## src/design/ahb_pkg.sv

```systemverilog
package ahb_pkg;

	// ----------------------------------------
	// Bus field types
	// ----------------------------------------
	typedef logic [31:0] addr_t;      // HADDR
	typedef logic [31:0] data_t;      // HWDATA / HRDATA
	typedef logic [1:0]  trans_t;     // HTRANS
	typedef logic [2:0]  size_t;      // HSIZE
	typedef logic [1:0]  slave_idx_t; // Data-phase owner

	localparam trans_t TRANS_IDLE   = 2'b00;
	localparam trans_t TRANS_BUSY   = 2'b01;
	localparam trans_t TRANS_NONSEQ = 2'b10;
	localparam trans_t TRANS_SEQ    = 2'b11;

	localparam size_t SIZE_BYTE = 3'b000;
	localparam size_t SIZE_HALF = 3'b001;
	localparam size_t SIZE_WORD = 3'b010;

	localparam slave_idx_t SLV_ISRAM = 2'd0;
	localparam slave_idx_t SLV_DSRAM = 2'd1;
	localparam slave_idx_t SLV_GPIO  = 2'd2;
	localparam slave_idx_t SLV_NONE  = 2'd3; // Unmapped or no transfer

	// ----------------------------------------
	// Address map, HADDR[31:28]
	// ----------------------------------------
	localparam logic [3:0] REGION_ISRAM = 4'h0;
	localparam logic [3:0] REGION_DSRAM = 4'h2;
	localparam logic [3:0] REGION_GPIO  = 4'h4;

	// GPIO register offsets, HADDR[7:0]
	localparam logic [7:0] GPIO_DATA    = 8'h00; // Synced inputs, RO
	localparam logic [7:0] GPIO_DOUT    = 8'h04;
	localparam logic [7:0] GPIO_OUTEN   = 8'h08;
	localparam logic [7:0] GPIO_INTEN   = 8'h0C;
	localparam logic [7:0] GPIO_INTSTAT = 8'h10; // W1C

endpackage

```

## src/design/ahb_slave_if.sv

```systemverilog
`timescale 1ns/100ps

interface ahb_slave_if import ahb_pkg::*; ();

	// Address phase, from the decoder
	logic   sel;
	addr_t  addr;
	trans_t trans;
	logic   write;
	size_t  size;
	data_t  wdata;    // Valid in the data phase

	logic   ready;    // Muxed HREADY

	// Slave response
	logic   readyout;
	data_t  rdata;
	logic   resp;

	modport req (
		output sel, addr, trans, write, size, wdata,
		input  ready
	);

	modport rsp (
		output ready,
		input  readyout, rdata, resp
	);

	modport slave (
		input  sel, addr, trans, write, size, wdata, ready,
		output readyout, rdata, resp
	);

endinterface

```

## src/design/ahb_resp_mux.sv

```systemverilog
`timescale 1ns/100ps

module ahb_resp_mux import ahb_pkg::*; (
	input  logic       hclk_i,
	input  logic       arst_n_i,
	input  slave_idx_t owner_i,
	input  logic       err_pend_i,
	ahb_slave_if.rsp   isram_i,
	ahb_slave_if.rsp   dsram_i,
	ahb_slave_if.rsp   gpio_i,
	output data_t      hrdata_o,
	output logic       hready_o,
	output logic       hresp_o
);

	typedef enum logic {
		ERR_IDLE,
		ERR_SECOND
	} err_state_t;

	err_state_t err_state;

	// ----------------------------------------
	// Default slave, two-cycle ERROR
	// ----------------------------------------
	always_ff @(posedge hclk_i or negedge arst_n_i) begin
		if (!arst_n_i) begin
			err_state <= ERR_IDLE;
		end else begin
			case (err_state)
				ERR_IDLE:   if (err_pend_i) err_state <= ERR_SECOND;
				ERR_SECOND: err_state <= ERR_IDLE;
				default:    err_state <= ERR_IDLE;
			endcase
		end
	end

	always_comb begin
		hrdata_o = '0;
		hready_o = 1'b1;  // Idle bus is ready and OKAY
		hresp_o  = 1'b0;
		if (err_pend_i) begin
			hready_o = (err_state == ERR_SECOND);
			hresp_o  = 1'b1;
		end else begin
			case (owner_i)
				SLV_ISRAM: begin
					hrdata_o = isram_i.rdata;
					hready_o = isram_i.readyout;
					hresp_o  = isram_i.resp;
				end
				SLV_DSRAM: begin
					hrdata_o = dsram_i.rdata;
					hready_o = dsram_i.readyout;
					hresp_o  = dsram_i.resp;
				end
				SLV_GPIO: begin
					hrdata_o = gpio_i.rdata;
					hready_o = gpio_i.readyout;
					hresp_o  = gpio_i.resp;
				end
				default: ;
			endcase
		end
	end

	// HREADY fed back to every slave
	assign isram_i.ready = hready_o;
	assign dsram_i.ready = hready_o;
	assign gpio_i.ready  = hready_o;

	a_err_two_cycle: assert property (@(posedge hclk_i) disable iff (!arst_n_i)
		(hresp_o && !hready_o) |=> (hresp_o && hready_o));

endmodule

```

## src/flat_wrapper.sv

```systemverilog
// flat-port wrapper written by rule: the top's interface ports become plain ports
module ahb_resp_mux_flat import ahb_pkg::*;
  (hclk_i, arst_n_i, owner_i, err_pend_i, hrdata_o, hready_o, hresp_o, isram_i_ready, isram_i_readyout, isram_i_rdata, isram_i_resp, dsram_i_ready, dsram_i_readyout, dsram_i_rdata, dsram_i_resp, gpio_i_ready, gpio_i_readyout, gpio_i_rdata, gpio_i_resp);
  ahb_slave_if isram_i_i ();
  ahb_slave_if dsram_i_i ();
  ahb_slave_if gpio_i_i ();
  input  logic hclk_i;
  input  logic arst_n_i;
  input  slave_idx_t owner_i;
  input  logic err_pend_i;
  output data_t hrdata_o;
  output logic hready_o;
  output logic hresp_o;
  output wire logic [$bits(isram_i_i.ready)-1:0] isram_i_ready;
  input wire logic [$bits(isram_i_i.readyout)-1:0] isram_i_readyout;
  input wire logic [$bits(isram_i_i.rdata)-1:0] isram_i_rdata;
  input wire logic [$bits(isram_i_i.resp)-1:0] isram_i_resp;
  output wire logic [$bits(dsram_i_i.ready)-1:0] dsram_i_ready;
  input wire logic [$bits(dsram_i_i.readyout)-1:0] dsram_i_readyout;
  input wire logic [$bits(dsram_i_i.rdata)-1:0] dsram_i_rdata;
  input wire logic [$bits(dsram_i_i.resp)-1:0] dsram_i_resp;
  output wire logic [$bits(gpio_i_i.ready)-1:0] gpio_i_ready;
  input wire logic [$bits(gpio_i_i.readyout)-1:0] gpio_i_readyout;
  input wire logic [$bits(gpio_i_i.rdata)-1:0] gpio_i_rdata;
  input wire logic [$bits(gpio_i_i.resp)-1:0] gpio_i_resp;
  assign isram_i_ready = isram_i_i.ready;
  assign isram_i_i.readyout = isram_i_readyout;
  assign isram_i_i.rdata = isram_i_rdata;
  assign isram_i_i.resp = isram_i_resp;
  assign dsram_i_ready = dsram_i_i.ready;
  assign dsram_i_i.readyout = dsram_i_readyout;
  assign dsram_i_i.rdata = dsram_i_rdata;
  assign dsram_i_i.resp = dsram_i_resp;
  assign gpio_i_ready = gpio_i_i.ready;
  assign gpio_i_i.readyout = gpio_i_readyout;
  assign gpio_i_i.rdata = gpio_i_rdata;
  assign gpio_i_i.resp = gpio_i_resp;
  ahb_resp_mux u_core (.hclk_i(hclk_i), .arst_n_i(arst_n_i), .owner_i(owner_i), .err_pend_i(err_pend_i), .isram_i(isram_i_i), .dsram_i(dsram_i_i), .gpio_i(gpio_i_i), .hrdata_o(hrdata_o), .hready_o(hready_o), .hresp_o(hresp_o));
endmodule
```

## config.mk

```make
export PLATFORM = sky130hd
export DESIGN_NAME = ahb_resp_mux_flat
export DESIGN_NICKNAME = d
export VERILOG_FILES = /design/src/design/ahb_pkg.sv /design/src/design/ahb_slave_if.sv /design/src/design/ahb_resp_mux.sv /design/src/flat_wrapper.sv
export SDC_FILE = /design/constraint.sdc
export NUM_CORES = 1
export LEC_CHECK = 0
export ABC_AREA = 1
export BUFFER_PORTS_ARGS = -buffer_cell sky130_fd_sc_hd__buf_2
export CORE_ASPECT_RATIO = 0.7
export CORE_UTILIZATION = 29
export CTS_CLUSTER_DIAMETER = 150
export DETAILED_ROUTE_END_ITERATION = 10
export GPL_TIMING_DRIVEN = 0
export PLACE_DENSITY = 0.86
export SETUP_SLACK_MARGIN = 0.15
export SLEW_MARGIN = 20
export SYNTH_ARGS = -nofsm -noshare
export SYNTH_HDL_FRONTEND = slang
export SYNTH_SLANG_ARGS = --single-unit
```

## constraint.sdc

```tcl
create_clock -name hclk_i -period 0.85 [get_ports hclk_i]
set_input_delay 0.085 -clock hclk_i [delete_from_list [all_inputs] [get_ports hclk_i]]
set_output_delay 0.085 -clock hclk_i [all_outputs]
set_load 0.05 [all_outputs]
```

== Yosys cells after proc, flatten, opt, wreduce, memory -nomap -nowiden ==
Index checks and enable logic that the tools add are counted.
Widths: inputs -> output; s select.
Word-level totals
  register bits: 1
  input bits: 107
  output and inout bits: 37
  word-level logic and storage cells: 13
Operators by class
  equality and inequality tests: 2
  muxes and demuxes: 8
  bitwise gates (word level): 1
  reductions and logical operators: 1
Operators with widths (count)
  $pmux 32 s3: 1
  $mux 32: 1
  $pmux 1 s3: 2
  $mux 1: 3
  $eq 2x1->1 const B: 1
  $eq 2x2->1 const B: 1
  $logic_not 2->1: 1
  $pmux 1 s2: 1
  $not 1->1: 1

== Depth between registers and ports, before layout ==
  depth in word-level cells: 3
  gate-level depth with buffers: 7
  mapped depth without buffers: 5

== Worst setup path after synthesis ==
No wires, ideal clock.
  kind: input -> output
  start point: input owner_i[1]
  end point: output gpio_i_ready
  arrival time: 1.580 ns
  data required time: 0.765 ns
  path slack: -0.815 ns
  stages: 7
  path buffers: 2
  cells stage by stage: buf_6 > nor2_8 > nand2_1 > nand2_1 > nor2_1 > nor2_1 > buf_4
Between the ends
  longest elaborated chain between the ends: 3
  elaborated cells on any way between the ends: 5
  classes of those cells: 2 x eq/ne; 2 x mux; 1 x reduce/logical
Ends and longest elaborated chain
  start, declared: RTL line flat_wrapper.sv:9  | input slave_idx_t owner_i;
  $eq 2x2->1 (tied with other cells): RTL line ahb_resp_mux.sv:46  | case (owner_i)
  $pmux 1 s3 *: RTL line ahb_resp_mux.sv:46
  $mux 1 *: RTL line ahb_resp_mux.sv:42  | if (err_pend_i) begin
  end, declared: RTL line flat_wrapper.sv:22  | output wire logic [$bits(gpio_i_i.ready)-1:0] gpio_i_ready;
Mark *: on every way between the ends. The rest lies on a longest branch, timed or not.

== Worst setup path after layout ==
  start point: input owner_i[0]
  end point: output hrdata_o[15]
Between the ends
  longest elaborated chain between the ends: 3
  elaborated cells on any way between the ends: 5
  classes of those cells: 2 x eq/ne; 2 x mux; 1 x reduce/logical
Ends and longest elaborated chain
  $eq 2x2->1 (tied with other cells): RTL line ahb_resp_mux.sv:46
  $pmux 32 s3 *: RTL line ahb_resp_mux.sv:46
  $mux 32 *: RTL line ahb_resp_mux.sv:42
  end, declared: RTL line flat_wrapper.sv:11  | output data_t hrdata_o;
Marks and branches as above.

==> flow_summary.toml <==
[run_status]
outcome = "finished, violations left"
violations = "negative setup slack"

[pwr]
clock_power_share = 0
power-per-cell-area_nw_per_um2 = 695
pwr-share-seq = 0.026
ir_worst_vdd_v = 0.000601
combPwrFrac = 0.974
internal-power_w = 0.000923
power.total_w = 0.00205
p_sw_w = 0.00112
swShare = 0.549
leakage_nw = 1.45

[timing]
fin_skew_ps = 0
fin_crit_sh = 1.29
whs_ps = 394
finalSetupTns_ps = -7020
max_freq_mhz = 909
worst_pin_slew_ps = 232
hold_viol_final = 0
setup_ws_ps = -250
period_minus_slack_ps = 1100
timing.slew.headroom = 0.844
setup_viol = 37
drv_slew = 0
rsz0062_at_grt = "yes"

[routing]
vias = 2293
route.detailed.wl_per_inst_um = 16.0
wl_mm = 6.96
drt_first_pass_iters = 5
drt_iter0_drc = 115
viasPerCell = 5.26
drc = 0
route.antenna.remaining_nets = 0

[synthesis]
synthFlopType = "dfrtp_1"
synth-seq-cells = 1
synthAdderAreaFrac = 0
ys_warn_count = 0
yosysMostFrequentCell = "nand3_1"
synthMuxAreaShare = 0
syn_area_per_cell_um2 = 4.81
synthSimpleGateAreaFrac = 0.708
ys_async_sr_fraction = 1.00
yosysTopAreaCell = "nand3_1"
yosysSeqAreaShare = 0.0223
netlist_area_um2 = 1120
yosysTopAreaCellShare = 0.447
synth_xor_area_frac = 0
synth_commonest_cells = "100 x nand3_1, 68 x nand2_1, 32 x inv_1"
synth_edf_count = 0
synth_compound_area_frac = 0.00447
synth_top_family_by_area = "simple AND/OR/NAND/NOR gates"
synthTopCellsByArea = "nand3_1 45%, nand2_1 23%, inv_1 11%"
synth_fp_nets = 340
synth_cell_types = 14
netlist_instances = 233

[die]
die_width_um = 76.3
ios = 144
die_h_um = 54.0
rows = 18
start_util = 0.311
die-area_um2 = 4120
core_area_um2 = 3600

[worst_setup_path]
critPathLaunchType = "input pin"
path_max_fanout = 10
end_kind = "output pin"
crit_required_ps = 760
path_class = "in2out"
cp.arrival_ps = 1010

[cells_and_area]
final_cell_area_um2 = 2950
regMostFlops = "u_core.err_state"
fin_nets = 495
reg_top3 = "u_core.err_state: 1 flops"
layout.cells.non_filler = 436
largest_reg_flops = 1
n_antenna_cell = 0
nFillCells = 259
drive_gt1_frac = 0.754
area_delta_synth_final_pct = 163

[grt]
use_met2 = 0.497
grt.total_usage = 0.262
grt_overflow = 0
antenna_found_initial = 0
grt_use_met3 = 0.0322
grt_start_max_net_pins = 12
use_met1 = 0.332
grt_pass1_wl_mm = 8.80
busiest_layer = "met2"
grt_pass1_vias = 1936

[clocking]
cts.clk_slew.worst_paths_ps = 0
insertion_delay_ps = 0

[run]
drv_cap = 0

[place]
portBuffers = 141
gp_congestion = 0.764
dp.cells = 424
dp_hpwl_mm = 3.93
placed_area_um2 = 2080

[min_path]
hold_class = "in2async"
## metrics by stage
stage / util / worst slack, ps
6_report: 0.818 / -250
5_1_grt: 0.818 / -271
4_1_cts: 0.702 / -194
3_5_place_dp: 0.577 / -454
3_3_place_gp: 0.577 / -449
2_1_floorplan: - / -315
## power groups by stage
stage / registers, W / clock network (W) / logic [W]
global route: 0.0000529 / 0 / 0.00209
floorplan: 0.0000523 / 0 / 0.000982
detailed placement: 0.0000525 / 0 / 0.00140
global placement: 0.0000524 / 0 / 0.00139
finish: 0.0000527 / 0 / 0.00199
CTS: 0.0000525 / 0 / 0.00173
## worst max-delay path, cell delays in order
cell	delay, ps
buf_12	120
inv_4	120
buf_6	160
nand3_1	120
nand3_2	110
nand2_2	60
clkinvlp_4	90
buf_8	140
## kinds of logic after synthesis
logic type,count (synthesis)
AO/OA/AOI/OAI,1
buffers and inverters,58
flip-flops,1
AND/OR/NAND/NOR,173
## metal layers
metal,up-vias,share of wire
met5,-,0
met2,145,0.51
li1,1064,-
met1,1076,0.38
met3,8,0.091
met4,0,0.010
## timing repair
item,CTS,global route
endpoints found under the hold margin,1,0
hold buffers,1,0
setup buffers,1,1
endpoints found under the setup margin,38,38
pin swaps,4,4
resized for setup,131,85
gates cloned,4,5
## placed cells by master (no fill, tap or decap)
cell,synthesis,final
nand4_1,1,1
nor2_8,1,1
dlygate4sd3_1,0,1
nand3_2,0,26
nor2_4,0,2
nand2_4,0,4
buf_2,6,104
buf_6,5,14
inv_4,0,1
clkbuf_4,0,3
clkinvlp_4,0,32
nor2_1,3,1
a21oi_1,1,1
clkinv_2,0,1
dfrtp_1,1,1
buf_8,0,39
clkbuf_16,0,4
nor2_2,0,1
buf_4,9,8
nand3_1,100,74
nand2_1,68,16
inv_8,0,1
nand2_2,0,48
buf_12,0,2
## worst paths after layout
kind | start | endpoint | slack [ps] | cells after the start
max in group asynchronous | arst_n_i | u_core.err_state | 370 | 2
min in group hclk_i | u_core.err_state | u_core.err_state | 440 | 1
setup reg to reg | u_core.err_state | u_core.err_state | 190 | 1
hold reg to reg | u_core.err_state | u_core.err_state | 440 | 1
hold / removal | arst_n_i | u_core.err_state | 390 | 2
setup / recovery | owner_i[0] | hrdata_o[15] | -250 | 8
## final cells by class
class / instances / area (µm²) / share of cell area
repair buffers: 152 / 1230 / 0.419
multi-input cells: 175 / 1100 / 0.373
inverters: 35 / 263 / 0.0892
plain buffers: 23 / 262 / 0.0887
well taps: 50 / 62.6 / 0.0212
flip-flops and latches: 1 / 25.0 / 0.00849
Power figures use the tool's default switching activity.
