===== config.mk =====
export PLATFORM = sky130hd
export DESIGN_NAME = ahb_addr_decode_flat
export DESIGN_NICKNAME = d
export VERILOG_FILES = /design/src/design/ahb_pkg.sv /design/src/design/ahb_slave_if.sv /design/src/design/ahb_addr_decode.sv /design/src/flat_wrapper.sv
export SDC_FILE = /design/constraint.sdc
export NUM_CORES = 1
export LEC_CHECK = 0
export BUFFER_PORTS_ARGS = -buffer_cell sky130_fd_sc_hd__buf_2
export CAP_MARGIN = 15
export CELL_PAD_IN_SITES_DETAIL_PLACEMENT = 1
export CELL_PAD_IN_SITES_GLOBAL_PLACEMENT = 1
export CORE_AREA = 4 4 110 112
export DETAILED_ROUTE_END_ITERATION = 12
export DIE_AREA = 0 0 114 116
export PLACE_DENSITY_LB_ADDON = 0.1
export SLEW_MARGIN = 0
export SYNTH_ARGS = -nofsm -noshare
export SYNTH_HDL_FRONTEND = slang
export SYNTH_SLANG_ARGS = --single-unit

===== constraint.sdc =====
create_clock -name hclk_i -period 2.12 [get_ports hclk_i]
set_clock_uncertainty 0.2 [all_clocks]
set_input_delay 0.212 -clock hclk_i [delete_from_list [all_inputs] [get_ports hclk_i]]
set_output_delay 0.212 -clock hclk_i [all_outputs]
set_load 0.05 [all_outputs]

===== src/design/ahb_pkg.sv =====
package ahb_pkg;

	// ----------------------------------------
	// Bus field types
	// ----------------------------------------
	typedef logic [31:0] addr_t;      // HADDR
	typedef logic [31:0] data_t;      // HWDATA / HRDATA
	typedef logic [1:0]  trans_t;     // HTRANS
	typedef logic [2:0]  size_t;      // HSIZE
	typedef logic [1:0]  slave_idx_t; // Data-phase owner

	localparam trans_t TRANS_IDLE   = 2'b00;
	localparam trans_t TRANS_BUSY   = 2'b01;
	localparam trans_t TRANS_NONSEQ = 2'b10;
	localparam trans_t TRANS_SEQ    = 2'b11;

	localparam size_t SIZE_BYTE = 3'b000;
	localparam size_t SIZE_HALF = 3'b001;
	localparam size_t SIZE_WORD = 3'b010;

	localparam slave_idx_t SLV_ISRAM = 2'd0;
	localparam slave_idx_t SLV_DSRAM = 2'd1;
	localparam slave_idx_t SLV_GPIO  = 2'd2;
	localparam slave_idx_t SLV_NONE  = 2'd3; // Unmapped or no transfer

	// ----------------------------------------
	// Address map, HADDR[31:28]
	// ----------------------------------------
	localparam logic [3:0] REGION_ISRAM = 4'h0;
	localparam logic [3:0] REGION_DSRAM = 4'h2;
	localparam logic [3:0] REGION_GPIO  = 4'h4;

	// GPIO register offsets, HADDR[7:0]
	localparam logic [7:0] GPIO_DATA    = 8'h00; // Synced inputs, RO
	localparam logic [7:0] GPIO_DOUT    = 8'h04;
	localparam logic [7:0] GPIO_OUTEN   = 8'h08;
	localparam logic [7:0] GPIO_INTEN   = 8'h0C;
	localparam logic [7:0] GPIO_INTSTAT = 8'h10; // W1C

endpackage


===== src/design/ahb_slave_if.sv =====
`timescale 1ns/100ps

interface ahb_slave_if import ahb_pkg::*; ();

	// Address phase, from the decoder
	logic   sel;
	addr_t  addr;
	trans_t trans;
	logic   write;
	size_t  size;
	data_t  wdata;    // Valid in the data phase

	logic   ready;    // Muxed HREADY

	// Slave response
	logic   readyout;
	data_t  rdata;
	logic   resp;

	modport req (
		output sel, addr, trans, write, size, wdata,
		input  ready
	);

	modport rsp (
		output ready,
		input  readyout, rdata, resp
	);

	modport slave (
		input  sel, addr, trans, write, size, wdata, ready,
		output readyout, rdata, resp
	);

endinterface


===== src/design/ahb_addr_decode.sv =====
`timescale 1ns/100ps

module ahb_addr_decode import ahb_pkg::*; (
	input  logic       hclk_i,
	input  logic       arst_n_i,
	input  addr_t      haddr_i,
	input  trans_t     htrans_i,
	input  logic       hwrite_i,
	input  size_t      hsize_i,
	input  data_t      hwdata_i,
	ahb_slave_if.req   isram_o,
	ahb_slave_if.req   dsram_o,
	ahb_slave_if.req   gpio_o,
	output slave_idx_t owner_o,
	output logic       err_pend_o
);

	logic       active;   // NONSEQ or SEQ
	slave_idx_t region;
	slave_idx_t owner_q;
	logic       err_q;

	always_comb begin
		case (htrans_i)
			TRANS_NONSEQ, TRANS_SEQ: active = 1'b1;
			TRANS_IDLE, TRANS_BUSY:  active = 1'b0;
			default:                 active = 1'b0;
		endcase

		case (haddr_i[31:28])
			REGION_ISRAM: region = SLV_ISRAM;
			REGION_DSRAM: region = SLV_DSRAM;
			REGION_GPIO:  region = SLV_GPIO;
			default:      region = SLV_NONE;
		endcase
	end

	assign isram_o.sel = active && (region == SLV_ISRAM);
	assign dsram_o.sel = active && (region == SLV_DSRAM);
	assign gpio_o.sel  = active && (region == SLV_GPIO);

	// Same request broadcast to every slave
	assign {isram_o.addr, isram_o.trans, isram_o.write, isram_o.size, isram_o.wdata} =
		{haddr_i, htrans_i, hwrite_i, hsize_i, hwdata_i};
	assign {dsram_o.addr, dsram_o.trans, dsram_o.write, dsram_o.size, dsram_o.wdata} =
		{haddr_i, htrans_i, hwrite_i, hsize_i, hwdata_i};
	assign {gpio_o.addr, gpio_o.trans, gpio_o.write, gpio_o.size, gpio_o.wdata} =
		{haddr_i, htrans_i, hwrite_i, hsize_i, hwdata_i};

	// Data-phase owner, advances only when the bus is ready
	always_ff @(posedge hclk_i or negedge arst_n_i) begin
		if (!arst_n_i) begin
			owner_q <= SLV_NONE;
			err_q   <= 1'b0;
		end else if (isram_o.ready) begin
			owner_q <= active ? region : SLV_NONE;
			err_q   <= active && (region == SLV_NONE); // Unmapped hit
		end
	end

	assign owner_o    = owner_q;
	assign err_pend_o = err_q;

	// Stalled address phase must stay put, the held owner depends on it
	a_req_hold: assert property (@(posedge hclk_i) disable iff (!arst_n_i)
		!isram_o.ready |=> $stable(haddr_i) && $stable(htrans_i));

endmodule


===== src/flat_wrapper.sv =====
// flat-port wrapper written by rule: the top's interface ports become plain ports
module ahb_addr_decode_flat import ahb_pkg::*;
  (hclk_i, arst_n_i, haddr_i, htrans_i, hwrite_i, hsize_i, hwdata_i, owner_o, err_pend_o, isram_o_sel, isram_o_addr, isram_o_trans, isram_o_write, isram_o_size, isram_o_wdata, isram_o_ready, dsram_o_sel, dsram_o_addr, dsram_o_trans, dsram_o_write, dsram_o_size, dsram_o_wdata, dsram_o_ready, gpio_o_sel, gpio_o_addr, gpio_o_trans, gpio_o_write, gpio_o_size, gpio_o_wdata, gpio_o_ready);
  ahb_slave_if isram_o_i ();
  ahb_slave_if dsram_o_i ();
  ahb_slave_if gpio_o_i ();
  input  logic hclk_i;
  input  logic arst_n_i;
  input  addr_t haddr_i;
  input  trans_t htrans_i;
  input  logic hwrite_i;
  input  size_t hsize_i;
  input  data_t hwdata_i;
  output slave_idx_t owner_o;
  output logic err_pend_o;
  output wire logic [$bits(isram_o_i.sel)-1:0] isram_o_sel;
  output wire logic [$bits(isram_o_i.addr)-1:0] isram_o_addr;
  output wire logic [$bits(isram_o_i.trans)-1:0] isram_o_trans;
  output wire logic [$bits(isram_o_i.write)-1:0] isram_o_write;
  output wire logic [$bits(isram_o_i.size)-1:0] isram_o_size;
  output wire logic [$bits(isram_o_i.wdata)-1:0] isram_o_wdata;
  input wire logic [$bits(isram_o_i.ready)-1:0] isram_o_ready;
  output wire logic [$bits(dsram_o_i.sel)-1:0] dsram_o_sel;
  output wire logic [$bits(dsram_o_i.addr)-1:0] dsram_o_addr;
  output wire logic [$bits(dsram_o_i.trans)-1:0] dsram_o_trans;
  output wire logic [$bits(dsram_o_i.write)-1:0] dsram_o_write;
  output wire logic [$bits(dsram_o_i.size)-1:0] dsram_o_size;
  output wire logic [$bits(dsram_o_i.wdata)-1:0] dsram_o_wdata;
  input wire logic [$bits(dsram_o_i.ready)-1:0] dsram_o_ready;
  output wire logic [$bits(gpio_o_i.sel)-1:0] gpio_o_sel;
  output wire logic [$bits(gpio_o_i.addr)-1:0] gpio_o_addr;
  output wire logic [$bits(gpio_o_i.trans)-1:0] gpio_o_trans;
  output wire logic [$bits(gpio_o_i.write)-1:0] gpio_o_write;
  output wire logic [$bits(gpio_o_i.size)-1:0] gpio_o_size;
  output wire logic [$bits(gpio_o_i.wdata)-1:0] gpio_o_wdata;
  input wire logic [$bits(gpio_o_i.ready)-1:0] gpio_o_ready;
  assign isram_o_sel = isram_o_i.sel;
  assign isram_o_addr = isram_o_i.addr;
  assign isram_o_trans = isram_o_i.trans;
  assign isram_o_write = isram_o_i.write;
  assign isram_o_size = isram_o_i.size;
  assign isram_o_wdata = isram_o_i.wdata;
  assign isram_o_i.ready = isram_o_ready;
  assign dsram_o_sel = dsram_o_i.sel;
  assign dsram_o_addr = dsram_o_i.addr;
  assign dsram_o_trans = dsram_o_i.trans;
  assign dsram_o_write = dsram_o_i.write;
  assign dsram_o_size = dsram_o_i.size;
  assign dsram_o_wdata = dsram_o_i.wdata;
  assign dsram_o_i.ready = dsram_o_ready;
  assign gpio_o_sel = gpio_o_i.sel;
  assign gpio_o_addr = gpio_o_i.addr;
  assign gpio_o_trans = gpio_o_i.trans;
  assign gpio_o_write = gpio_o_i.write;
  assign gpio_o_size = gpio_o_i.size;
  assign gpio_o_wdata = gpio_o_i.wdata;
  assign gpio_o_i.ready = gpio_o_ready;
  ahb_addr_decode u_core (.hclk_i(hclk_i), .arst_n_i(arst_n_i), .haddr_i(haddr_i), .htrans_i(htrans_i), .hwrite_i(hwrite_i), .hsize_i(hsize_i), .hwdata_i(hwdata_i), .isram_o(isram_o_i), .dsram_o(dsram_o_i), .gpio_o(gpio_o_i), .owner_o(owner_o), .err_pend_o(err_pend_o));
endmodule

-- Yosys cells after proc, flatten, opt, wreduce, memory -nomap -nowiden
Cells that the tools add are included.
- equal/unequal tests: 8
- muxes and demuxes: 3
- reductions and logical operators: 9
- operators by type and width (operator ; number):
    $eq A2 B2 Y1 const B ; 4
    $pmux W2 S3 ; 1
    $eq A2 B1 Y1 const B ; 2
    $eq A4 B2 Y1 const B ; 1
    $eq A4 B3 Y1 const B ; 1
    $logic_and A1 B1 Y1 ; 4
    $logic_not A2 Y1 ; 2
    $logic_not A4 Y1 ; 1
    $reduce_or A2 Y1 ; 2
    $mux W2 ; 1
    $pmux W1 S2 ; 1
- register bits: 3
- bits of input ports: 75
- logic and storage cells: 22

-- Longest topological paths before layout
- word-level depth: 4
- depth in mapped cells: 2
- depth with buffers taken out: 2

-- Worst setup path after synthesis
Ideal clock, no wire load.
- path type: input to output
- start: input haddr_i[29]
- end: output gpio_o_sel
- arrival: 0.973 ns
- data required time: 1.708 ns
- slack: 0.735 ns
- cell stages on the path: 2
- path buffers: 0
- cells stage by stage: nor4b_2 and2_1
- cells in the longest elaborated chain, start to end: 4
- elaborated cells on any way between the ends: 6
- RTL lines (what ; line ; RTL):
    start, declared ; flat_wrapper.sv:9 ; input addr_t haddr_i;
    $eq A4 B3 Y1, or another cell as far along ; ahb_addr_decode.sv:30 ; case (haddr_i[31:28])
    $pmux W2 S3 (*) ; ahb_addr_decode.sv:30 ;
    $eq A2 B2 Y1 (*) ; ahb_addr_decode.sv:40 ; assign gpio_o.sel = active && (region == SLV_GPIO);
    $logic_and A1 B1 Y1 (*) ; ahb_addr_decode.sv:40 ;
    end, declared ; flat_wrapper.sv:30 ; output wire logic [$bits(gpio_o_i.sel)-1:0] gpio_o_sel;
Every way passes the cells marked *; elsewhere a longest branch is shown, timed or not.

-- Worst setup path after layout
- start: input haddr_i[29]
- end: output isram_o_sel
- cells in the longest elaborated chain, start to end: 4
- elaborated cells on any way between the ends: 6
- RTL lines (what ; line ; RTL):
    $eq A4 B3 Y1, or another cell as far along ; ahb_addr_decode.sv:30 ;
    $pmux W2 S3 (*) ; ahb_addr_decode.sv:30 ;
    $logic_not A2 Y1 (*) ; ahb_addr_decode.sv:38 ; assign isram_o.sel = active && (region == SLV_ISRAM);
    $logic_and A1 B1 Y1 (*) ; ahb_addr_decode.sv:38 ;
    end, declared ; flat_wrapper.sv:16 ; output wire logic [$bits(isram_o_i.sel)-1:0] isram_o_sel;
Marked as above.

==> flow_summary.ini <==
[yosys]
yosys_warnings = 0
synth.area.top_cells = buf_4 90%, dfstp_2 3.0%, nor4b_2 1.7%, dfrtp_1 1.4%, and2_1 0.72%
synth-seq-cells = 3
async_reset_ff_share_pct = 100
ys_seq_area_share_pct = 4.45
ys.flop_type = dfstp_2
synth_most_common_cell = buf_4
synth.distinct_cells = 12
synth_nets = 301
avgSynthCellArea_um2 = 7.71
yosysTopAreaCellShare_pct = 90.5
synthesis.area_mm2 = 0.00174
synthCells = 226
synth_edf_count = 0
yosysTopAreaCell = buf_4

[sta]
finalHoldViolCount = 0
setup_viol_count_final = 0
max_slew_margin_pct = 77.2
fin_crit_sh_pct = 74.6
holdWs_ns = 0.0280
slew_violations = 0
tightest_slew_ns = 0.341
tns_ns = 0
fmax_ghz = 0.632
fin_crit_ns = 1.58
rsz0062_at_grt = no

[route]
drt_iter0_drc = 14
drcViolationCount = 0
vias = 398
first_pass_iters = 2
wl_per_cell_um = 12.7
finalWirelength_um = 2430
vias_per_cell = 2.07
antenna_left = 0

[layout]
multi_input_comb_area_um2 = 85.1
regArea_um2 = 77.6
final_nets = 125
area.growth.synth_to_final_pct = -67.0
antenna_cells = 0
drive_gt1_share_pct = 71.4
nFillCells = 1350

[place]
dp_hpwl_um = 2070
io_buffers = 28
place.gp.congestion = 0.621

[floorplan]
num_rows = 39
die_w_um = 114
start_util_pct = 15.5
io_pins = 291
die_y_um = 116
core_area_mm2 = 0.0112
die-area_mm2 = 0.0132

[clocking]
cts-htree-levels = 1
clkLatencyLatePin_ns = 0.22
clock_tree.buffer_depth = 2
clk_pin_slew_ns = 0.03
postCtsSetupRepairBufs = 0
root_buffer = clkbuf_16
numCtsBuffers = 3
clock-sinks = 3
cts_tree = built

[run]
max_cap_viol_count = 0

[setup_path]
setup.worst_path.end_class = primary output
reg2reg_from = u_core.owner_o[0]
critPathArrivalTime_ns = 1.17
crit_fanout = 6
crit_required_ns = 1.71
critPathLaunchType = input pin
worstSetupStartpoint = haddr_i[29]
worst-setup-path-type = input pin to primary output

[global_routing]
grt_start_max_net_pins = 8
grt_pass1_vias = 447
overflow = 0
antenna_found_initial = 0
grt_pass1_wl_um = 2980
grt_usage_pct = 3.10

[min_path]
min_path_type = input pin to flip-flop
min-delay-start = isram_o_ready

[outcome]
status = finished clean

[power]
leakage_nw = 0.218
power_density_mw_per_mm2 = 822
finalPower_uw = 472
peakVddDrop_mv = 0.309
## registers in the layout, indices dropped and copies added (netlist names)
name               flops
u_core.err_pend_o      1
u_core.owner_o         2
## report_power, final
group	switching, mW	leakage (nW)	internal (mW)	total [mW]
clock	0.0467	0.0382	0.248	0.294
sequential	0.00154	0.0335	0.0621	0.0636
combinational	0.0908	0.147	0.0231	0.114
## stage by stage
step                setup WS, ns  instance area (um^2)  util (%)  cells
detailed placement         0.506                   485      4.33    187
finish                     0.538                   574      5.12    192
floorplan                  0.735                  1740         -    226
global route               0.486                   574      5.12    192
CTS                        0.504                   574      5.12    192
global placement           0.460                   485      4.33    187
## worst max-delay path, cell delays in order
cell,delay [ns]
buf_2,0.14
nor4b_2,0.39
and2b_1,0.17
buf_2,0.26
## layout make-up
class / count / area share, %
multi-input cells: 12 / 14.8
well taps: 143 / 31.2
clock buffers: 4 / 13.7
inverters: 1 / 0.654
flip-flops and latches: 3 / 13.5
repair buffers: 29 / 26.1
## worst paths after layout
check                      depth (start not counted)                end  slack (ns)
max reg2reg                                        2  u_core.owner_o[0]        1.15
min reg2reg                                        2  u_core.owner_o[0]        0.30
max in group asynchronous                          2  u_core.owner_o[0]        1.39
max                                                4        isram_o_sel        0.54
min                                                2  u_core.owner_o[1]        0.03
min in group asynchronous                          2  u_core.err_pend_o        0.13
## placed cells by master, fill, tap and decap left out
master         Yosys  layout
a211oi_1           1       1
a21oi_1            2       2
and2_1             2       2
and2b_1            1       1
buf_2              0      28
clkbuf_1           0       1
clkbuf_16          0       3
dfrtp_1            1       1
dfstp_2            2       2
dlygate4sd3_1      0       1
inv_1              1       1
nand2_1            1       1
nor2_1             2       2
nor4b_2            2       2
o22ai_1            1       1
## metal layers
| metal | routed length [um] | global-route usage (%) |
|---|---|---|
| met1 | 343 | 1.22 |
| met5 | 0 | 0 |
| met4 | 408 | 5.62 |
| met3 | 732 | 3.50 |
| met2 | 944 | 4.25 |
## logic make-up after synthesis
family,Yosys count,share of synthesized area (%)
buffers and inverters,211,90.7
and+or+nand+nor,8,3.52
AOI/OAI and AO/OA,4,1.36
DFF,3,4.45
## repair_timing
action                    in CTS  in global routing
hold endpoints to repair       3                  0
hold buffers                   1                  0
resized for setup              0                  0
Power figures use the tool's default switching activity.
