===== src/design/ahb_pkg.sv =====
package ahb_pkg;

	// ----------------------------------------
	// Bus field types
	// ----------------------------------------
	typedef logic [31:0] addr_t;      // HADDR
	typedef logic [31:0] data_t;      // HWDATA / HRDATA
	typedef logic [1:0]  trans_t;     // HTRANS
	typedef logic [2:0]  size_t;      // HSIZE
	typedef logic [1:0]  slave_idx_t; // Data-phase owner

	localparam trans_t TRANS_IDLE   = 2'b00;
	localparam trans_t TRANS_BUSY   = 2'b01;
	localparam trans_t TRANS_NONSEQ = 2'b10;
	localparam trans_t TRANS_SEQ    = 2'b11;

	localparam size_t SIZE_BYTE = 3'b000;
	localparam size_t SIZE_HALF = 3'b001;
	localparam size_t SIZE_WORD = 3'b010;

	localparam slave_idx_t SLV_ISRAM = 2'd0;
	localparam slave_idx_t SLV_DSRAM = 2'd1;
	localparam slave_idx_t SLV_GPIO  = 2'd2;
	localparam slave_idx_t SLV_NONE  = 2'd3; // Unmapped or no transfer

	// ----------------------------------------
	// Address map, HADDR[31:28]
	// ----------------------------------------
	localparam logic [3:0] REGION_ISRAM = 4'h0;
	localparam logic [3:0] REGION_DSRAM = 4'h2;
	localparam logic [3:0] REGION_GPIO  = 4'h4;

	// GPIO register offsets, HADDR[7:0]
	localparam logic [7:0] GPIO_DATA    = 8'h00; // Synced inputs, RO
	localparam logic [7:0] GPIO_DOUT    = 8'h04;
	localparam logic [7:0] GPIO_OUTEN   = 8'h08;
	localparam logic [7:0] GPIO_INTEN   = 8'h0C;
	localparam logic [7:0] GPIO_INTSTAT = 8'h10; // W1C

endpackage


===== src/design/ahb_slave_if.sv =====
`timescale 1ns/100ps

interface ahb_slave_if import ahb_pkg::*; ();

	// Address phase, from the decoder
	logic   sel;
	addr_t  addr;
	trans_t trans;
	logic   write;
	size_t  size;
	data_t  wdata;    // Valid in the data phase

	logic   ready;    // Muxed HREADY

	// Slave response
	logic   readyout;
	data_t  rdata;
	logic   resp;

	modport req (
		output sel, addr, trans, write, size, wdata,
		input  ready
	);

	modport rsp (
		output ready,
		input  readyout, rdata, resp
	);

	modport slave (
		input  sel, addr, trans, write, size, wdata, ready,
		output readyout, rdata, resp
	);

endinterface


===== src/design/ahb_gpio.sv =====
`timescale 1ns/100ps

module ahb_gpio import ahb_pkg::*; #(
	parameter int GPIO_WIDTH = 16
) (
	input  logic                  hclk_i,
	input  logic                  arst_n_i,
	ahb_slave_if.slave            bus_i,
	input  logic [GPIO_WIDTH-1:0] gpio_in_i,
	output logic [GPIO_WIDTH-1:0] gpio_out_o,
	output logic [GPIO_WIDTH-1:0] gpio_oe_o,
	output logic [GPIO_WIDTH-1:0] gpio_int_o,
	output logic                  gpio_comb_int_o
);

	logic                  accept;
	logic                  sel_q;
	logic                  write_q;
	logic                  word_q;
	logic [7:0]            offs_q;    // Register offset
	logic                  wr_en;
	logic [GPIO_WIDTH-1:0] wr_data;
	logic [GPIO_WIDTH-1:0] dout_q;
	logic [GPIO_WIDTH-1:0] outen_q;
	logic [GPIO_WIDTH-1:0] inten_q;
	logic [GPIO_WIDTH-1:0] intstat_q;
	logic [GPIO_WIDTH-1:0] sync1_q;
	logic [GPIO_WIDTH-1:0] sync2_q;   // Visible in GPIO_DATA
	logic [GPIO_WIDTH-1:0] prev_q;
	logic [GPIO_WIDTH-1:0] rise;
	logic [GPIO_WIDTH-1:0] clr;

	assign accept = bus_i.sel && bus_i.ready &&
		(bus_i.trans == TRANS_NONSEQ || bus_i.trans == TRANS_SEQ);

	always_ff @(posedge hclk_i or negedge arst_n_i) begin
		if (!arst_n_i) begin
			sel_q   <= 1'b0;
			write_q <= 1'b0;
			word_q  <= 1'b0;
		end else if (bus_i.ready) begin
			sel_q   <= accept;
			write_q <= accept && bus_i.write;
			word_q  <= accept && (bus_i.size == SIZE_WORD);
		end
	end

	always_ff @(posedge hclk_i) begin
		if (accept)
			offs_q <= bus_i.addr[7:0];
	end

	assign wr_en   = sel_q && write_q && word_q;
	assign wr_data = bus_i.wdata[GPIO_WIDTH-1:0];
	assign rise    = sync2_q & ~prev_q;
	assign clr     = (wr_en && offs_q == GPIO_INTSTAT) ? wr_data : '0;

	// ----------------------------------------
	// Registers and input synchronizer
	// ----------------------------------------
	always_ff @(posedge hclk_i or negedge arst_n_i) begin
		if (!arst_n_i) begin
			dout_q    <= '0;
			outen_q   <= '0;
			inten_q   <= '0;
			intstat_q <= '0;
			sync1_q   <= '0;
			sync2_q   <= '0;
			prev_q    <= '0;
		end else begin
			sync1_q   <= gpio_in_i;
			sync2_q   <= sync1_q;
			prev_q    <= sync2_q;
			intstat_q <= (intstat_q & ~clr) | (rise & inten_q); // New edge wins
			if (wr_en && offs_q == GPIO_DOUT)  dout_q  <= wr_data;
			if (wr_en && offs_q == GPIO_OUTEN) outen_q <= wr_data;
			if (wr_en && offs_q == GPIO_INTEN) inten_q <= wr_data;
		end
	end

	always_comb begin
		bus_i.rdata = '0;
		case (offs_q)
			GPIO_DATA:    bus_i.rdata[GPIO_WIDTH-1:0] = sync2_q;
			GPIO_DOUT:    bus_i.rdata[GPIO_WIDTH-1:0] = dout_q;
			GPIO_OUTEN:   bus_i.rdata[GPIO_WIDTH-1:0] = outen_q;
			GPIO_INTEN:   bus_i.rdata[GPIO_WIDTH-1:0] = inten_q;
			GPIO_INTSTAT: bus_i.rdata[GPIO_WIDTH-1:0] = intstat_q;
			default:      bus_i.rdata = '0;  // Unknown offset
		endcase
	end

	assign bus_i.readyout  = 1'b1;
	assign bus_i.resp      = 1'b0;
	assign gpio_out_o      = dout_q;
	assign gpio_oe_o       = outen_q;
	assign gpio_int_o      = intstat_q;
	assign gpio_comb_int_o = |intstat_q;

	a_word_only: assert property (@(posedge hclk_i) disable iff (!arst_n_i)
		accept |-> bus_i.size == SIZE_WORD);

endmodule


===== src/flat_wrapper.sv =====
// flat-port wrapper written by rule: the top's interface ports become plain ports
module ahb_gpio_flat import ahb_pkg::*;
#(
	parameter int GPIO_WIDTH = 16
)
  (hclk_i, arst_n_i, gpio_in_i, gpio_out_o, gpio_oe_o, gpio_int_o, gpio_comb_int_o, bus_i_sel, bus_i_addr, bus_i_trans, bus_i_write, bus_i_size, bus_i_wdata, bus_i_ready, bus_i_readyout, bus_i_rdata, bus_i_resp);
  ahb_slave_if bus_i_i ();
  input  logic hclk_i;
  input  logic arst_n_i;
  input  logic [GPIO_WIDTH-1:0] gpio_in_i;
  output logic [GPIO_WIDTH-1:0] gpio_out_o;
  output logic [GPIO_WIDTH-1:0] gpio_oe_o;
  output logic [GPIO_WIDTH-1:0] gpio_int_o;
  output logic gpio_comb_int_o;
  input wire logic [$bits(bus_i_i.sel)-1:0] bus_i_sel;
  input wire logic [$bits(bus_i_i.addr)-1:0] bus_i_addr;
  input wire logic [$bits(bus_i_i.trans)-1:0] bus_i_trans;
  input wire logic [$bits(bus_i_i.write)-1:0] bus_i_write;
  input wire logic [$bits(bus_i_i.size)-1:0] bus_i_size;
  input wire logic [$bits(bus_i_i.wdata)-1:0] bus_i_wdata;
  input wire logic [$bits(bus_i_i.ready)-1:0] bus_i_ready;
  output wire logic [$bits(bus_i_i.readyout)-1:0] bus_i_readyout;
  output wire logic [$bits(bus_i_i.rdata)-1:0] bus_i_rdata;
  output wire logic [$bits(bus_i_i.resp)-1:0] bus_i_resp;
  assign bus_i_i.sel = bus_i_sel;
  assign bus_i_i.addr = bus_i_addr;
  assign bus_i_i.trans = bus_i_trans;
  assign bus_i_i.write = bus_i_write;
  assign bus_i_i.size = bus_i_size;
  assign bus_i_i.wdata = bus_i_wdata;
  assign bus_i_i.ready = bus_i_ready;
  assign bus_i_readyout = bus_i_i.readyout;
  assign bus_i_rdata = bus_i_i.rdata;
  assign bus_i_resp = bus_i_i.resp;
  ahb_gpio #(.GPIO_WIDTH(GPIO_WIDTH)) u_core (.hclk_i(hclk_i), .arst_n_i(arst_n_i), .bus_i(bus_i_i), .gpio_in_i(gpio_in_i), .gpio_out_o(gpio_out_o), .gpio_oe_o(gpio_oe_o), .gpio_int_o(gpio_int_o), .gpio_comb_int_o(gpio_comb_int_o));
endmodule

===== config.mk =====
export PLATFORM = sky130hd
export DESIGN_NAME = ahb_gpio_flat
export DESIGN_NICKNAME = d
export VERILOG_FILES = /design/src/design/ahb_pkg.sv /design/src/design/ahb_slave_if.sv /design/src/design/ahb_gpio.sv /design/src/flat_wrapper.sv
export SDC_FILE = /design/constraint.sdc
export NUM_CORES = 1
export LEC_CHECK = 0
export BUFFER_PORTS_ARGS = -buffer_cell sky130_fd_sc_hd__buf_4
export CAP_MARGIN = 20
export CELL_PAD_IN_SITES_DETAIL_PLACEMENT = 1
export CELL_PAD_IN_SITES_GLOBAL_PLACEMENT = 2
export CORE_UTILIZATION = 36
export CTS_BUF_LIST = sky130_fd_sc_hd__clkbuf_4 sky130_fd_sc_hd__clkbuf_8
export CTS_CLUSTER_DIAMETER = 150
export CTS_CLUSTER_SIZE = 24
export DETAILED_ROUTE_END_ITERATION = 7
export MAX_ROUTING_LAYER = met4
export PLACE_DENSITY_LB_ADDON = 0.1
export SLEW_MARGIN = 10
export SYNTH_ARGS = -nofsm -noshare
export SYNTH_HDL_FRONTEND = slang
export SYNTH_SLANG_ARGS = --single-unit

===== constraint.sdc =====
create_clock -name hclk_i -period 6.5 [get_ports hclk_i]
set_input_delay 0.975 -clock hclk_i [delete_from_list [all_inputs] [get_ports hclk_i]]
set_output_delay 0.975 -clock hclk_i [all_outputs]
set_load 0.02 [all_outputs]

Word level (Yosys, flattened, before mapping)
Cells that the tools add are included.

storage, ports and cells
  register bits = 123

cells by class
  equal/unequal tests = 7
  bitwise gates (word level) = 6
  mux-type cells = 2
  reduce and logical (&&, ||, !) cells = 13

operators by type and width
  cell                                                                   number
  16-bit one-hot mux with 5 select lines                                 1
  16-bit AND                                                             3
  16-bit NOT                                                             2
  8-bit by 4-bit equality test with 1-bit output, second input constant  2
  16-bit 2-to-1 mux                                                      1
  16-bit bitwise OR                                                      1
  16-bit OR reduction                                                    1
  1-bit logical AND                                                      10
  8-bit by 3-bit equality test with 1-bit output, second input constant  1
  8-bit by 5-bit equality test with 1-bit output, second input constant  1
  8-bit zero test                                                        1
  2-bit equality test, second input constant                             2
  3-bit by 2-bit equality test with 1-bit output, second input constant  1
  1-bit logical OR                                                       1

Logic depth before layout (Yosys ltp)
  depth in word-level cells = 7
  depth in mapped cells = 7
  gate-level depth less buffers = 3

Worst setup path before layout
No wires, ideal clock.

  kind = register -> output
  from = reg u_core.offs_q[4]
  to = out bus_i_rdata[11]
  data required time = 5.525 ns
  cell stages (with the launch flop) = 6
  arrival time = 2.059 ns
  buffers on the path = 2
  path slack = 3.466 ns
  cell sequence = edfxtp_1 buf_6 or4b_4 buf_6 nor3_1 a221o_1

on the way
  cells in the longest elaborated chain, start to end = 2
  elaborated cells between the ends (all ways) = 6

RTL lines
  element                                                                       line                text
  from (decl)                                                                   ahb_gpio.sv:20      logic [7:0] offs_q;
  from (signal assigned)                                                        ahb_gpio.sv:50      offs_q <= bus_i.addr[7:0];
  8-bit by 5-bit equality test with 1-bit output, or another cell as far along  ahb_gpio.sv:83      case (offs_q)
  16-bit one-hot mux with 5 select lines (*)                                    ahb_gpio.sv:83
  to (decl)                                                                     flat_wrapper.sv:23  output wire logic [$bits(bus_i_i.rdata)-1:0] bus_i_rdata;

Every way passes the cells marked *; elsewhere a longest branch is shown, timed or not.

Worst setup path after layout
  from = reg u_core.offs_q[5]
  to = out bus_i_rdata[1]

Same word-level chain as after synthesis.

==> results.md <==
- Run status: completed
- Ys flop type: dfrtp_1
- Synth Register Bits: 123
- CP top delay family: simple AND/OR/NAND/NOR gates
- Inserted Clock Buffers: 17
- CP Max Fanout: 44
- Largest net degree at the start of global routing: 60
- PwrDens: 258 nW/um2
- GRT overflow: 0
- Row count: 43
- Reg2reg end: u_core.gpio_oe_o[7]
- WS Path Type: reg2out
- Worst relative slew slack: 0.285
- Crit-path slowest cell: nor3_1
- Worst skew pair latency: 450 ps
- Initial Util: 0.368
- H-tree depth: 4
- First-pass GRT wire length: 21.6 mm
- Post-synth top area cell: dfrtp_1
- Die width: 121 um
- Die ar.: 14600 um2
- CTS clk-pin slew, worst paths: 70 ps
- CTS tree: done
- CTS max path bufs: 2
- Post-route ant nets: 0
- Slowest cell delay on critical path: 1010 ps
- Post-synth EDFFs: 8
- Port buffer count: 113
- Flip-flop and latch area: 3120 um2
- Antenna violations before repair: 0
- Hold Crit Class: reg2reg
- P_leak: 3.07 nW
- Die height: 121 um
- Sum of buffers and inverters on the critical path: 1
- Drt pass-1 iters: 4
- Async set-reset flop share out of synthesis: 0.935
- Unique masters post-synth: 36
- Synthesized area: 5080 um2
- Vias: 3509
- GP Congestion: 0.722
- Max cap viols: 0
- Core area: 13800 um2
- Peak Freq: 238 MHz
- Footprint of the multi-input gates: 1770 um2
- Post-Layout Cell Count: 683
- Synth top area share: 0.566
- Post-detail-place hpwl: 8.77 mm
- Crit path launch: u_core.offs_q[5]
- Hold Crit Start: u_core.sync1_q[3]
- Worst vdd ir: 0.162 mV
- Final setup viols: 0
- Placed cell count: 651
- Cells after synthesis: 375
- Crit end category: primary output
- Fin crit share: 0.646
- RSZ-0062 raised after global routing: no
- Fillcell total: 1406
- Area delta synth->final: 27.4%
- Fin. max-slew vios: 0
- Post-CTS setup buffers: 0
- Ranking of synthesized cells by area: dfrtp_1 57%, mux2_2 8.4%, edfxtp_1 4.7%
- Post-CTS Hold Buffers: 0
- DRT iter0 DRCs: 142
- Vias in the first global route: 3840
- Crit path DAT: 3220 ps
- N_diodes: 0
- Post-cts repair resize count: 0
- Commonest non-fill, non-tap cell in the layout: buf_4
- Clock Skews: 6.90 ps
- Reg2Reg Depth: 4
- DR DRC count: 0
- Share of layout cells above drive strength 1: 0.408
- Per-cell routed wire length: 20.0 um
- Reg2Reg Launch Point: u_core.offs_q[5]
- YS warnings: 0
- Nets: 580
- Seq/Total Area, Yosys: 0.613
- Post-layout minimum cycle time: 4200 ps
- Synth Area per Inst: 13.6 um2
- Worst setup SP type: register
- WHS Endpoint: u_core.sync2_q[3]
- Setup TNS: 0 ps
- CTS Root Cell: clkbuf_8
- Total Routed Length: 13.6 mm
- Total track usage: 0.210
- Vias per cell: 5.14
- Hold Path Depth: 0
- Fin. Hold Viols: 0
- Required time of the critical path: 5520 ps
- Flop2flop setup slack: 3660 ps
- Cell-by-cell trace of the critical path: or3_2, nor3_1, a221o_1, buf_4
- Least-Margin Pin Slew: 1060 ps
- # IOs: 173
- Most frequent cells in the layout: 120 x buf_4, 115 x dfrtp_1, 38 x mux2_2
- Clk sink count: 123
## synth_stat cells (3+ instances only)
master,number
a22o_1,10
buf_1,5
clkbuf_1,11
a221o_1,11
o41ai_1,16
nor3_1,23
mux2i_1,21
nor4_1,5
mux2_2,38
buf_4,18
o21ai_0,16
a211o_1,5
dfrtp_1,115
nor2_1,3
mux2_4,10
buf_6,3
nand2_1,32
edfxtp_1,8
## report_power, final
| part | internal [mW] | switching, mW |
|---|---|---|
| registers | 0.796 | 0.0151 |
| clock network | 0.474 | 0.299 |
| logic | 0.0353 | 0.0532 |
## area by class of cell
type                            instances  area share
Clock buffer                           25      0.0493
Clock inverter                          7      0.0209
Inverter                                2     0.00116
Multi-Input combinational cell        226       0.273
Sequential cell                       123       0.482
Tap cell                              180      0.0348
Timing Repair Buffer                  120       0.139
## registers in the layout, summed over array words and instances, names as in the netlist, 8 cells and up
register,count
u_core.gpio_int_o,16
u_core.gpio_oe_o,16
u_core.gpio_out_o,16
u_core.inten_q,16
u_core.offs_q,8
u_core.prev_q,16
u_core.sync1_q,16
u_core.sync2_q,16
## worst max-delay path by stage
stage                                 end  slack [ps]  depth (start not counted)
after floorplan           bus_i_rdata[11]        3470                          5
after global placement     bus_i_rdata[1]        2750                          4
after detailed placement   bus_i_rdata[1]        2720                          4
after CTS                  bus_i_rdata[1]        2230                          4
after global routing       bus_i_rdata[1]        2150                          4
final                      bus_i_rdata[1]        2300                          4
## per-stage QoR
stage / utilization / hold WS [ps] / power [mW] / instance area (um2) / setup WS [ps]
4_1_cts: 0.468 / 354 / 1.70 / 6470 / 2230
5_1_grt: 0.468 / 360 / 1.74 / 6470 / 2150
3_5_place_dp: 0.435 / 336 / 0.917 / 6020 / 2720
6_report: 0.468 / 351 / 1.67 / 6470 / 2300
3_3_place_gp: 0.435 / 334 / 0.913 / 6020 / 2750
2_1_floorplan: - / 331 / 0.869 / 5140 / 3470
## worst register-to-register path, stage by stage (launching register included)
cell,delay [ps]
edfxtp_1,380
or3_2,900
nor4_4,710
buf_4,370
mux2_2,370
## logic make-up (layout without fill, tap and decap cells)
family | Yosys count | after routing | share of synthesized area
flops | 123 | 123 | 0.613
simple gates | 77 | 77 | 0.0788
compound gates | 60 | 60 | 0.0943
buf+inv | 42 | 154 | 0.0524
mux | 71 | 71 | 0.160
other cells | 2 | 18 | 0.00148
## layer usage
layer	routed length, um	GRT usage	vias to the layer above
li1	-	-	1588
met1	6160	0.267	1821
met2	6730	0.325	88
met3	598	0.0580	12
met4	139	0.0664	0
met5	0	-	-
No activity file was read; power rests on OpenSTA's default activity.
